## config.mk

```make
export PLATFORM = sky130hd
export DESIGN_NAME = wb2axil_bridge
export DESIGN_NICKNAME = d
export VERILOG_FILES = /design/src/hw/wb2axil_pkg.sv /design/src/hw/wb2axil_track_if.sv /design/src/hw/wb2axil_bridge.sv /design/src/hw/wb2axil_req_issue.sv /design/src/hw/wb2axil_resp_return.sv /design/src/hw/wb2axil_txn_tracker.sv
export SDC_FILE = /design/constraint.sdc
export NUM_CORES = 1
export LEC_CHECK = 0
export BUFFER_PORTS_ARGS = -buffer_cell sky130_fd_sc_hd__buf_2
export CAP_MARGIN = 20
export CORE_MARGIN = 3
export CORE_UTILIZATION = 25
export DETAILED_ROUTE_END_ITERATION = 12
export MAX_ROUTING_LAYER = met4
export SETUP_SLACK_MARGIN = 0.4
export SLEW_MARGIN = 20
export SYNTH_ARGS = -nofsm -noshare
export SYNTH_HDL_FRONTEND = slang
export SYNTH_SLANG_ARGS = --single-unit
```

## constraint.sdc

```tcl
create_clock -name i_clk -period 3.8 [get_ports i_clk]
set_clock_uncertainty 0.05 [all_clocks]
set_input_delay 0 -clock i_clk [delete_from_list [all_inputs] [get_ports i_clk]]
set_output_delay 0 -clock i_clk [all_outputs]
set_load 0.01 [all_outputs]
```

## src/hw/wb2axil_pkg.sv

```systemverilog
////////////////////////////////////////////////////////////
// Shared widths, limits and types of the WB to AXI-lite bridge
// Only the single 32-bit word setup is supported, no bursts or IDs
// Tracker depth is 2**LG_FIFO, and at most MAX_INFLIGHT may be in flight
////////////////////////////////////////////////////////////
package wb2axil_pkg;

	//////////////////////////////////////////////////////////////
	// Widths
	//////////////////////////////////////////////////////////////

	// Data path is one 32-bit word
	localparam int DATA_W = 32;
	// One strobe per byte lane
	localparam int SEL_W = DATA_W / 8;
	// AXI side addresses bytes
	localparam int AXI_ADDR_W = 28;
	// Wishbone side addresses words, so two bits fewer
	localparam int WB_ADDR_W = AXI_ADDR_W - 2;

	//////////////////////////////////////////////////////////////
	// Limits
	//////////////////////////////////////////////////////////////

	// Log2 of tracking depth
	localparam int LG_FIFO = 5;
	// Stall once this many requests are unanswered
	localparam int MAX_INFLIGHT = 30;
	// Cycles of hold after reset, counted down to zero
	localparam int RESET_HOLD = 15;
	// Unprivileged, non-secure, data access
	localparam logic [2:0] AXI_PROT_DATA = 3'b010;

	//////////////////////////////////////////////////////////////
	// Types
	//////////////////////////////////////////////////////////////

	typedef logic [DATA_W-1:0] data_t;
	typedef logic [SEL_W-1:0] sel_t;
	typedef logic [WB_ADDR_W-1:0] wb_addr_t;
	typedef logic [AXI_ADDR_W-1:0] axi_addr_t;
	// Bit 1 set means SLVERR or DECERR
	typedef logic [1:0] resp_t;
	typedef logic [LG_FIFO-1:0] count_t;

	// Tracker FSM
	typedef enum logic [1:0] {
		ST_HOLD,
		ST_RUN,
		ST_DRAIN
	} track_state_t;

endpackage

```

## src/hw/wb2axil_track_if.sv

```systemverilog
////////////////////////////////////////////////////////////
// Status and event lines shared by issue, tracker and return units
// All signals are single bits in the i_clk domain, no clock inside
////////////////////////////////////////////////////////////
`timescale 1ns/1ps

interface wb2axil_track_if;

	// From the issue unit
	// One-cycle pulse when a WB request is taken
	logic accept;
	// Direction of that request, high for a write
	logic accept_we;

	// From the return unit
	// A B or R beat was seen this cycle
	logic resp_seen;
	// That beat carried SLVERR or DECERR
	logic resp_err;
	// Registered WB ack, as driven on the bus
	logic ack_out;

	// From the tracker
	// Hold, drain or full
	logic blocked;
	// At least one request still unanswered
	logic pending;
	// Direction of the unanswered requests
	logic last_we;
	// Cycle dropped or draining, so answers are thrown away
	logic flush;

	modport issue (
		output accept,
		output accept_we,
		input  blocked,
		input  pending,
		input  last_we
	);

	modport tracker (
		input  accept,
		input  accept_we,
		input  resp_seen,
		input  resp_err,
		input  ack_out,
		output blocked,
		output pending,
		output last_we,
		output flush
	);

	modport ret (
		output resp_seen,
		output resp_err,
		output ack_out,
		input  flush
	);

endinterface

```

## src/hw/wb2axil_bridge.sv

```systemverilog
////////////////////////////////////////////////////////////
// Pipelined WB master to AXI-lite slave bridge, 32-bit words
// BREADY and RREADY are tied high, PROT is fixed to data access
// Stall stays high for the reset hold, wait for it to fall
////////////////////////////////////////////////////////////
`timescale 1ns/1ps

module wb2axil_bridge
	import wb2axil_pkg::*;
(
	input  logic      i_clk,
	input  logic      i_reset,
	// Wishbone pipelined slave side
	input  logic      i_wb_cyc,
	input  logic      i_wb_stb,
	input  logic      i_wb_we,
	input  wb_addr_t  i_wb_addr,
	input  data_t     i_wb_data,
	input  sel_t      i_wb_sel,
	output logic      o_wb_stall,
	output logic      o_wb_ack,
	output data_t     o_wb_data,
	output logic      o_wb_err,
	// AXI write address
	output logic      o_axi_awvalid,
	input  logic      i_axi_awready,
	output axi_addr_t o_axi_awaddr,
	output logic [2:0] o_axi_awprot,
	// AXI write data
	output logic      o_axi_wvalid,
	input  logic      i_axi_wready,
	output data_t     o_axi_wdata,
	output sel_t      o_axi_wstrb,
	// AXI write response
	input  logic      i_axi_bvalid,
	output logic      o_axi_bready,
	input  resp_t     i_axi_bresp,
	// AXI read address
	output logic      o_axi_arvalid,
	input  logic      i_axi_arready,
	output axi_addr_t o_axi_araddr,
	output logic [2:0] o_axi_arprot,
	// AXI read data
	input  logic      i_axi_rvalid,
	output logic      o_axi_rready,
	input  data_t     i_axi_rdata,
	input  resp_t     i_axi_rresp
);

	// Fixed AXI outputs
	assign o_axi_awprot = AXI_PROT_DATA;
	assign o_axi_arprot = AXI_PROT_DATA;
	// Responses are never back-pressured
	assign o_axi_bready = 1'b1;
	assign o_axi_rready = 1'b1;

	wb2axil_track_if trk ();

	//////////////////////////////////////////////////////////////
	// Request issue
	//////////////////////////////////////////////////////////////

	wb2axil_req_issue u_issue (
		.i_clk         (i_clk),
		.i_reset       (i_reset),
		.i_wb_stb      (i_wb_stb),
		.i_wb_we       (i_wb_we),
		.i_wb_addr     (i_wb_addr),
		.i_wb_data     (i_wb_data),
		.i_wb_sel      (i_wb_sel),
		.o_wb_stall    (o_wb_stall),
		.o_axi_awvalid (o_axi_awvalid),
		.i_axi_awready (i_axi_awready),
		.o_axi_awaddr  (o_axi_awaddr),
		.o_axi_wvalid  (o_axi_wvalid),
		.i_axi_wready  (i_axi_wready),
		.o_axi_wdata   (o_axi_wdata),
		.o_axi_wstrb   (o_axi_wstrb),
		.o_axi_arvalid (o_axi_arvalid),
		.i_axi_arready (i_axi_arready),
		.o_axi_araddr  (o_axi_araddr),
		.trk           (trk.issue)
	);

	//////////////////////////////////////////////////////////////
	// Transaction tracking
	//////////////////////////////////////////////////////////////

	// Only unit that sees the cycle line
	wb2axil_txn_tracker u_tracker (
		.i_clk    (i_clk),
		.i_reset  (i_reset),
		.i_wb_cyc (i_wb_cyc),
		.trk      (trk.tracker)
	);

	//////////////////////////////////////////////////////////////
	// Response return
	//////////////////////////////////////////////////////////////

	wb2axil_resp_return u_return (
		.i_clk        (i_clk),
		.i_reset      (i_reset),
		.i_axi_bvalid (i_axi_bvalid),
		.i_axi_bresp  (i_axi_bresp),
		.i_axi_rvalid (i_axi_rvalid),
		.i_axi_rdata  (i_axi_rdata),
		.i_axi_rresp  (i_axi_rresp),
		.o_wb_ack     (o_wb_ack),
		.o_wb_err     (o_wb_err),
		.o_wb_data    (o_wb_data),
		.trk          (trk.ret)
	);

endmodule

```

## src/hw/wb2axil_req_issue.sv

```systemverilog
////////////////////////////////////////////////////////////
// Request side of the bridge: WB stall and the AW, W and AR channels
// Stall is combinational from the ready inputs
// Only one direction is in flight at a time
////////////////////////////////////////////////////////////
`timescale 1ns/1ps

module wb2axil_req_issue
	import wb2axil_pkg::*;
(
	input  logic      i_clk,
	input  logic      i_reset,
	// Wishbone request
	input  logic      i_wb_stb,
	input  logic      i_wb_we,
	input  wb_addr_t  i_wb_addr,
	input  data_t     i_wb_data,
	input  sel_t      i_wb_sel,
	output logic      o_wb_stall,
	// AXI write address
	output logic      o_axi_awvalid,
	input  logic      i_axi_awready,
	output axi_addr_t o_axi_awaddr,
	// AXI write data
	output logic      o_axi_wvalid,
	input  logic      i_axi_wready,
	output data_t     o_axi_wdata,
	output sel_t      o_axi_wstrb,
	// AXI read address
	output logic      o_axi_arvalid,
	input  logic      i_axi_arready,
	output axi_addr_t o_axi_araddr,
	// Tracker link
	wb2axil_track_if.issue trk
);

	// Request channel still waiting on its ready
	logic aw_busy;
	logic w_busy;
	logic ar_busy;
	// Direction switch while requests are unanswered
	logic dir_change;
	logic take;
	// Byte address shared by AW and AR
	axi_addr_t req_addr;

	//////////////////////////////////////////////////////////////
	// Stall and accept
	//////////////////////////////////////////////////////////////

	assign aw_busy = o_axi_awvalid && !i_axi_awready;
	assign w_busy = o_axi_wvalid && !i_axi_wready;
	assign ar_busy = o_axi_arvalid && !i_axi_arready;

	// Old direction must fully answer before the new one goes out
	assign dir_change = trk.pending && (i_wb_we != trk.last_we);

	assign o_wb_stall = trk.blocked || dir_change || aw_busy || w_busy || ar_busy;

	assign take = i_wb_stb && !o_wb_stall;
	assign trk.accept = take;
	assign trk.accept_we = i_wb_we;

	//////////////////////////////////////////////////////////////
	// Channel valids
	//////////////////////////////////////////////////////////////

	// Set one cycle after accept, held until the matching ready
	// AW and W retire on their own
	always_ff @(posedge i_clk)
		if (i_reset)
		begin
			o_axi_awvalid <= 1'b0;
			o_axi_wvalid <= 1'b0;
			o_axi_arvalid <= 1'b0;
		end
		else
		begin
			o_axi_awvalid <= (take && i_wb_we) || aw_busy;
			o_axi_wvalid <= (take && i_wb_we) || w_busy;
			o_axi_arvalid <= (take && !i_wb_we) || ar_busy;
		end

	//////////////////////////////////////////////////////////////
	// Payload
	//////////////////////////////////////////////////////////////

	// Free to reload whenever stall is low, since no channel waits then
	always_ff @(posedge i_clk)
		if (!o_wb_stall)
		begin
			// Word address to byte address
			req_addr <= {i_wb_addr, 2'b00};
			o_axi_wdata <= i_wb_data;
			o_axi_wstrb <= i_wb_sel;
		end

	assign o_axi_awaddr = req_addr;
	assign o_axi_araddr = req_addr;

	//////////////////////////////////////////////////////////////
	// Checks
	//////////////////////////////////////////////////////////////

	// Direction stall keeps reads and writes apart on the AXI side
	a_one_direction: assert property (@(posedge i_clk) disable iff (i_reset)
		!(o_axi_arvalid && (o_axi_awvalid || o_axi_wvalid)));

	// Nothing left over on AXI once reset has been seen
	a_reset_idle: assert property (@(posedge i_clk)
		i_reset |=> !o_axi_awvalid && !o_axi_wvalid && !o_axi_arvalid);

endmodule

```

## src/hw/wb2axil_resp_return.sv

```systemverilog
////////////////////////////////////////////////////////////
// Turns AXI B and R beats into WB ack, err and read data
// Ack and err follow the beat by exactly one cycle
// Read data is sampled every cycle and only valid with ack
////////////////////////////////////////////////////////////
`timescale 1ns/1ps

module wb2axil_resp_return
	import wb2axil_pkg::*;
(
	input  logic  i_clk,
	input  logic  i_reset,
	// AXI responses, always accepted
	input  logic  i_axi_bvalid,
	input  resp_t i_axi_bresp,
	input  logic  i_axi_rvalid,
	input  data_t i_axi_rdata,
	input  resp_t i_axi_rresp,
	// Wishbone answer
	output logic  o_wb_ack,
	output logic  o_wb_err,
	output data_t o_wb_data,
	// Tracker link
	wb2axil_track_if.ret trk
);

	logic beat_ok;
	logic beat_bad;

	// Only bit 1 matters, OKAY and EXOKAY both count as good
	assign beat_ok = (i_axi_bvalid && !i_axi_bresp[1]) || (i_axi_rvalid && !i_axi_rresp[1]);
	assign beat_bad = (i_axi_bvalid && i_axi_bresp[1]) || (i_axi_rvalid && i_axi_rresp[1]);

	assign trk.resp_seen = i_axi_bvalid || i_axi_rvalid;
	assign trk.resp_err = beat_bad;

	// Flush swallows answers to a dropped cycle or during drain
	always_ff @(posedge i_clk)
		if (i_reset)
		begin
			o_wb_ack <= 1'b0;
			o_wb_err <= 1'b0;
		end
		else
		begin
			o_wb_ack <= beat_ok && !trk.flush;
			o_wb_err <= beat_bad && !trk.flush;
		end

	always_ff @(posedge i_clk)
		o_wb_data <= i_axi_rdata;

	assign trk.ack_out = o_wb_ack;

	// B and R never overlap while the issue unit keeps one direction
	a_ack_xor_err: assert property (@(posedge i_clk) disable iff (i_reset)
		!(o_wb_ack && o_wb_err));

endmodule

```

## src/hw/wb2axil_txn_tracker.sv

```systemverilog
////////////////////////////////////////////////////////////
// Tracks requests between accept and answer, owns hold and drain FSM
// Hold ends at most RESET_HOLD+1 cycles after reset is released
// Drain waits for every AXI response still due, counted from accept
////////////////////////////////////////////////////////////
`timescale 1ns/1ps

module wb2axil_txn_tracker
	import wb2axil_pkg::*;
(
	input  logic i_clk,
	input  logic i_reset,
	input  logic i_wb_cyc,
	wb2axil_track_if.tracker trk
);

	track_state_t state;
	// Countdown of the hold after reset
	count_t hold_cnt;
	// Requests accepted and not yet acked on WB
	count_t out_cnt;
	// Requests accepted and not yet answered on AXI
	count_t drain_cnt;
	logic pending_q;
	logic full_q;
	logic last_we_q;

	//////////////////////////////////////////////////////////////
	// Hold, run and drain FSM
	//////////////////////////////////////////////////////////////

	always_ff @(posedge i_clk)
		if (i_reset)
		begin
			state <= ST_HOLD;
			hold_cnt <= count_t'(RESET_HOLD);
		end
		else
		begin
			case (state)
			ST_HOLD:
				if (hold_cnt == '0)
					state <= ST_RUN;
				else
					hold_cnt <= hold_cnt - 1'b1;
			ST_RUN:
				// AXI error, or master gave up with answers still due
				if (trk.resp_err || (!i_wb_cyc && pending_q))
					state <= ST_DRAIN;
			ST_DRAIN:
				if (drain_cnt == '0)
					state <= ST_RUN;
			default:
				state <= ST_HOLD;
			endcase
		end

	//////////////////////////////////////////////////////////////
	// Outstanding WB requests
	//////////////////////////////////////////////////////////////

	// Cleared whenever answers are being thrown away
	always_ff @(posedge i_clk)
		if (i_reset || (state == ST_HOLD) || trk.flush)
		begin
			out_cnt <= '0;
			pending_q <= 1'b0;
			full_q <= 1'b0;
		end
		else
		begin
			case ({trk.accept, trk.ack_out})
			2'b10:
			begin
				out_cnt <= out_cnt + 1'b1;
				pending_q <= 1'b1;
				// Full once this accept brings the count to the limit
				full_q <= (out_cnt >= count_t'(MAX_INFLIGHT - 1));
			end
			2'b01:
			begin
				out_cnt <= out_cnt - 1'b1;
				pending_q <= (out_cnt >= count_t'(2));
				full_q <= 1'b0;
			end
			default:
				;
			endcase
		end

	// Direction of whatever is in flight
	always_ff @(posedge i_clk)
		if (i_reset)
			last_we_q <= 1'b0;
		else if (trk.accept)
			last_we_q <= trk.accept_we;

	//////////////////////////////////////////////////////////////
	// Responses still due from AXI
	//////////////////////////////////////////////////////////////

	// Not cleared on flush, the slave still owes these beats
	always_ff @(posedge i_clk)
		if (i_reset)
			drain_cnt <= '0;
		else
		begin
			case ({trk.accept, trk.resp_seen})
			2'b10:
				drain_cnt <= drain_cnt + 1'b1;
			2'b01:
				drain_cnt <= drain_cnt - 1'b1;
			default:
				;
			endcase
		end

	//////////////////////////////////////////////////////////////
	// Status out
	//////////////////////////////////////////////////////////////

	assign trk.blocked = (state != ST_RUN) || full_q;
	assign trk.pending = pending_q;
	assign trk.last_we = last_we_q;
	assign trk.flush = !i_wb_cyc || (state == ST_DRAIN);

	// Stall on full in the issue unit has to hold the count down
	a_count_limit: assert property (@(posedge i_clk) disable iff (i_reset)
		out_cnt <= count_t'(MAX_INFLIGHT));

	// Registered flag has to track the counter across all branches
	a_pending_match: assert property (@(posedge i_clk) disable iff (i_reset)
		pending_q == (out_cnt != '0));

endmodule

```

# Word level (Yosys, flattened, before mapping)
# Cells that the tools add are included.
# totals
register_bits	119
latch_bits	0
ramBits	0
rom_bits	0
n_memories	0
# op_classes
n_addsub	5
mul	0
div	0
n_lt_le_gt_ge	2
n_eq_ne	11
shifts	0
mux	8
n_bitwise	1
n_reduce_logical	45
# ops
cell	count
one-hot mux 5 bit (2 select lines)	2
logical OR 1 bit	15
subtractor 5 x 1 -> 5 bit (second input constant)	3
logical AND 1 bit	14
adder 5 x 1 -> 5 bit (second input constant)	2
logical NOT 5 bit	2
logical NOT 1 bit	9
inequality test 2 x 1 -> 1 bit (second input constant)	4
equality test 2 x 1 -> 1 bit (second input constant)	3
equality test 2 bit (second input constant)	3
two-way mux 2 bit	3
one-hot mux 2 bit (3 select lines)	1
>= comparator 5 x 2 -> 1 bit (second input constant)	1
>= comparator 5 bit (second input constant)	1
one-hot mux 1 bit (2 select lines)	2
nonzero test 2 bit	2
AND reduction 3 bit	1
logical NOT 2 bit	1
AND reduction 2 bit	1
inequality test 1 bit	1
NOT 1 bit	1

# Depth between registers and ports, before layout
# logic_depth
word_depth	10
depth_mapped	10

# Modules after synthesis
# From an unflattened synthesis, not the netlist that was laid out.
# unflattened
hier_cells	322
area_unflattened_um2	4415.5
# modules_own_cells
module	instances	cells_per_inst	area_per_inst_um2	seq_area_each_um2
wb2axil_req_issue	1	115	2314.7	1921.8
wb2axil_txn_tracker	1	156	1296.2	400.4
wb2axil_resp_return	1	41	737.0	680.7
wb2axil_bridge	1	10	67.6	0.0

# Worst setup path after synthesis
# Ideal clock, no wire load.
# synth_path
path_type	register to register
startpoint	reg u_tracker.state[0]
endpoint	reg u_issue.req_addr[10], in the netlist u_issue.o_axi_araddr[10] (enable)
t_arrival_ns	2.218
required_ns	3.323
path_slack_ns	1.104
path_stages_with_launch	4
n_path_buf	0
period_less_slack_ns	2.696
cell_sequence	dfxtp_1 -> nor2b_1 -> and4_1 -> and2_1
# synth_via
elab_chain_len	6
# synth_lines
element	line	rtl
from (decl)	wb2axil_txn_tracker.sv:17	track_state_t state;
from (signal assigned)	wb2axil_txn_tracker.sv:35	state <= ST_HOLD;
from (signal assigned)	wb2axil_txn_tracker.sv:43	state <= ST_RUN;
from (signal assigned)	wb2axil_txn_tracker.sv:49	state <= ST_DRAIN;
inequality test 2 x 1 -> 1 bit	wb2axil_txn_tracker.sv:122	assign trk.blocked = (state != ST_RUN) || full_q;
logical OR 1 bit	wb2axil_txn_tracker.sv:122	
logical OR 1 bit (4 in series)	wb2axil_req_issue.sv:58	assign o_wb_stall = trk.blocked || dir_change || aw_busy || w_busy || ar_busy;
to (signal assigned)	wb2axil_req_issue.sv:93	req_addr <= {i_wb_addr, 2'b00};
to (decl)	wb2axil_req_issue.sv:45	axi_addr_t req_addr;
# No other way between the ends.
# A chain may end at the register's enable or synchronous reset.

# Final worst setup path
# layout_path
startpoint	reg u_tracker.state[0]
endpoint	reg u_tracker.drain_cnt[4]
# layout_via
elab_chain_len	10
word_cells_on_any_way	12
# layout_lines
element	line	rtl
inequality test 2 x 1 -> 1 bit (*)	wb2axil_txn_tracker.sv:122	
logical OR 1 bit (*)	wb2axil_txn_tracker.sv:122	
logical OR 1 bit (*) (4 in series)	wb2axil_req_issue.sv:58	
logical NOT 1 bit (*)	wb2axil_req_issue.sv:60	assign take = i_wb_stb && !o_wb_stall;
logical AND 1 bit (*)	wb2axil_req_issue.sv:60	
equality test 2 x 1 -> 1 bit or equality test 2 bit (tied branches)	wb2axil_txn_tracker.sv:108	case ({trk.accept, trk.resp_seen})
one-hot mux 5 bit (2 select lines) or nonzero test 2 bit (tied branches)	--	
to (signal assigned)	wb2axil_txn_tracker.sv:110	drain_cnt <= drain_cnt + 1'b1;
to (signal assigned)	wb2axil_txn_tracker.sv:112	drain_cnt <= drain_cnt - 1'b1;
to (decl)	wb2axil_txn_tracker.sv:23	count_t drain_cnt;
# Every way passes the cells marked *; elsewhere a longest branch is shown, timed or not.

==> impl_metrics.tcl <==
set metrics [dict create \
    netlist.top_cell.by_area "sky130_fd_sc_hd__edfxtp_1" \
    synth_cell_type_count 47 \
    ant_nets 0 \
    antenna_violations_before_repair 0 \
    root_buffer "sky130_fd_sc_hd__clkbuf_16" \
    sequential_area_share_after_synthesis_pct 71.60 \
    fin_util_pct 43.55 \
    grt_pass1_vias 3442 \
    finalWirelength_microns 11690 \
    areaGrowthSynthToFinish_pct 67.93 \
    status "finished, final reports clean" \
    hold-path-cell-count 4 \
    drv_slew 0 \
    critical_path.endpoint "u_tracker.drain_cnt[4]" \
    worst_ir_drop_vdd_v 0.0002760 \
    via_count 3390 \
    post_cts_resize_count 0 \
    slowest_delay_ns 0.44 \
    portBuffers 231 \
    nNetsFinal 741 \
    die_x_microns 135.5 \
    largest_net_degree_at_the_start_of_global_routing 46 \
    totalNegativeSetupSlack_ns 0 \
    final_min_period_over_clock_period_pct 72.93 \
    grt_setup_unrepaired "no" \
    diodes 0 \
    path_buf_inv 0 \
    critical_path_peak_fanout 6 \
    cts_tree "yes" \
    cellPowerDensity_nw_per_um2 460.9 \
    synth_top_area_share_pct 44.39 \
    io-pin-count 246 \
    cts_inserted_buffers 17 \
    mostFrequentLayoutCells "sky130_fd_sc_hd__buf_2 (231), sky130_fd_sc_hd__dlygate4sd3_1 (108), sky130_fd_sc_hd__edfxtp_1 (62), sky130_fd_sc_hd__dfxtp_1 (57), sky130_fd_sc_hd__nor2_1 (21)" \
    drt-wirelength-per-cell_microns 13.75 \
    mappedNetlistArea_sq_um 4194 \
    setup.reg_to_reg.worst_slack_ns 1.03 \
    timing.rr.end "u_tracker.drain_cnt[4]" \
    worstSetupPathDepth 9 \
    clock-sinks 119 \
    final_layout_size_suffix_gt1_share_pct 42.43 \
    path_cells "nor2b_1, and4_1, nand3_1, ha_1, ha_1, nor2b_1, o22ai_1, mux2i_1, mux2_1" \
    leakagePower_nw 3.133 \
    mostFrequentLayoutCell "sky130_fd_sc_hd__buf_2" \
    first_pass_iters 5 \
    clkSlewWorstSetupHoldPaths_ns 0.06 \
    htree_levels 4 \
    dieHeight_microns 135.5 \
    clock_latency_ns 0.40 \
    largest_delay_contributor_family_on_the_critical_path "simple AND/OR/NAND/NOR gates" \
    yosysWarningCount 0 \
    cp_slowest_cell "sky130_fd_sc_hd__dfxtp_1" \
    timing.setup.critical_path_class "register to register" \
    core-area_sq_um 16170 \
    fp-row-count 46 \
    r2r-start "u_tracker.state[0]" \
    crit_required_ns 4.04 \
    dp_wirelength_microns 7485 \
    globalRouteOverflowTotal 0 \
    finalHoldViolations 0 \
    remaining_drc_errors 0 \
    period_needed_ns 2.771 \
    overall_track_demand_over_capacity_in_global_routing_pct 12.53 \
    critical_path_end_type "register" \
    vias_per_cell 3.988 \
    maxClockFrequency_ghz 0.3609 \
    power_mw 3.246 \
    ranking_of_synthesized_cells_by_area "sky130_fd_sc_hd__edfxtp_1 (44%), sky130_fd_sc_hd__dfxtp_1 (27%), sky130_fd_sc_hd__buf_4 (6.8%), sky130_fd_sc_hd__ha_1 (3.0%), sky130_fd_sc_hd__nor2_1 (1.9%)" \
    finalSetupViolCount 0 \
    drt_first_iter_violations 97 \
    start_util_pct 25.93 \
    tightest_slew_ns 0.5353 \
    dominantRegCellSynth "sky130_fd_sc_hd__edfxtp_1" \
    yosys_register_bits 119 \
    fp.dieArea_sq_um 18370 \
    min_path_type "input port to register" \
    worst_setup_path_start_kind "register" \
    worst-r2r-cell-count 9 \
    gpl_congestion 0.7339 \
    syn-mean-instance-area_sq_um 14.31 \
    maxcap_violations 0 \
    timing.max_slew.rel_slack_pct 64.31 \
    worst_ep_arrival_time_ns 3.01 \
    clock_path_buffers 2 \
    grt_pass1_wl_microns 17110 \
    filler_cell_count 1520 \
    edff_count_synth 62 \
    worst_setup_path_startpoint "u_tracker.state[0]" \
    postSynthCellCount 293 \
    postSynth.asyncResetShare_pct 0 \
]
## per-layer routing
layer	vias to the layer above	part of all wire [%]	global-route usage [%]	routed length, microns
met5	-	0	-	0
met4	0	1.7	5.375	198
met3	17	7.0	4.086	821
met2	151	56	22.76	6508
met1	1585	36	12.17	4157
li1	1637	-	-	-
## cell usage after synthesis, types with 3 or more instances
master and count:
sky130_fd_sc_hd__mux2i_1 4, sky130_fd_sc_hd__buf_4 38, sky130_fd_sc_hd__a21oi_1 13, sky130_fd_sc_hd__dfxtp_1 57
sky130_fd_sc_hd__ha_1 10, sky130_fd_sc_hd__edfxtp_1 62, sky130_fd_sc_hd__clkbuf_1 3, sky130_fd_sc_hd__nor2_1 21
sky130_fd_sc_hd__inv_1 9, sky130_fd_sc_hd__nor3_1 3, sky130_fd_sc_hd__nand2b_1 11, sky130_fd_sc_hd__xor2_1 5
sky130_fd_sc_hd__nor2b_1 8, sky130_fd_sc_hd__or2_1 3, sky130_fd_sc_hd__o22ai_1 3
## registers in the layout, summed over array words and instances, names as in the netlist
| name | flops |
|---|---|
| u_tracker.trk.last_we | 1 |
| u_tracker.out_cnt | 5 |
| u_tracker.trk.pending | 1 |
| u_tracker.full_q | 1 |
| u_issue.o_axi_arvalid | 1 |
| u_issue.o_axi_wstrb | 4 |
| u_issue.o_axi_araddr | 26 |
| u_tracker.hold_cnt | 5 |
| u_issue.o_axi_awvalid | 1 |
| u_return.o_wb_data | 32 |
| u_return.o_wb_ack | 1 |
| u_tracker.state | 2 |
| u_tracker.drain_cnt | 5 |
| u_return.o_wb_err | 1 |
| u_issue.o_axi_wvalid | 1 |
| u_issue.o_axi_wdata | 32 |
## power breakdown
part	switching, mW	internal, mW	leakage [nW]
Combinational	0.106	0.167	1.82
Sequential	0.0172	1.39	1.03
Clock	0.546	1.03	0.283
## tightest hold or removal path: cells and delay by family
family | cells | cell delay (ns)
AO/OA/AOI/OAI | 2 | 0.26
AND/OR/NAND/NOR | 1 | 0.20
buffers and inverters | 1 | 0.08
## how the worst min path moves through the flow
stage	from	end	slack (ns)
6_report	i_axi_rresp[1]	u_tracker.state[0]	0.13
4_1_cts	i_axi_rresp[1]	u_tracker.state[0]	0.09
5_1_grt	i_axi_rresp[1]	u_tracker.state[0]	0.15
3_3_place_gp	i_axi_rdata[14]	u_return.o_wb_data[14]	0.05
3_5_place_dp	i_axi_rdata[31]	u_return.o_wb_data[31]	0.05
2_1_floorplan	i_axi_rdata[0]	u_return.o_wb_data[0]	-0.02
## cells by family after synthesis
kind of cell	count (synthesis)	share of synthesized area (%)
flops	119	71.60
simple gates	71	9.816
buf+inv	51	7.965
compound gates	27	4.028
fa+ha+maj	12	3.938
xor+xnor	6	1.253
mux	5	1.223
other cells	2	0.1791
## layout make-up
type	instances	area, sq um	area share, %
inverters	9	33.78	0.4797
flip-flops and latches	119	3003	42.64
multi-input cells	133	895.9	12.72
clock buffers	19	432.9	6.147
well taps	216	270.3	3.837
repair buffers	341	2252	31.98
clock inverters	13	155.1	2.203
## per-stage QoR
step	setup WS (ns)	instances	cell area, sq um	hold WS (ns)
5_1_grt	0.8491	850	7043	0.1530
3_5_place_dp	1.040	710	5374	0.05362
4_1_cts	1.018	850	7043	0.09170
2_1_floorplan	1.104	303	4232	-0.02228
6_report	1.029	850	7043	0.1321
3_3_place_gp	1.076	710	5374	0.05216
## what timing repair did
item / CTS / global route
endpoints found under the hold margin: 110 / 0
setup buffers: 0 / 0
hold buffers: 108 / 0
setup endpoints to repair: 0 / 0
No activity file was read; power rests on OpenSTA's default activity.
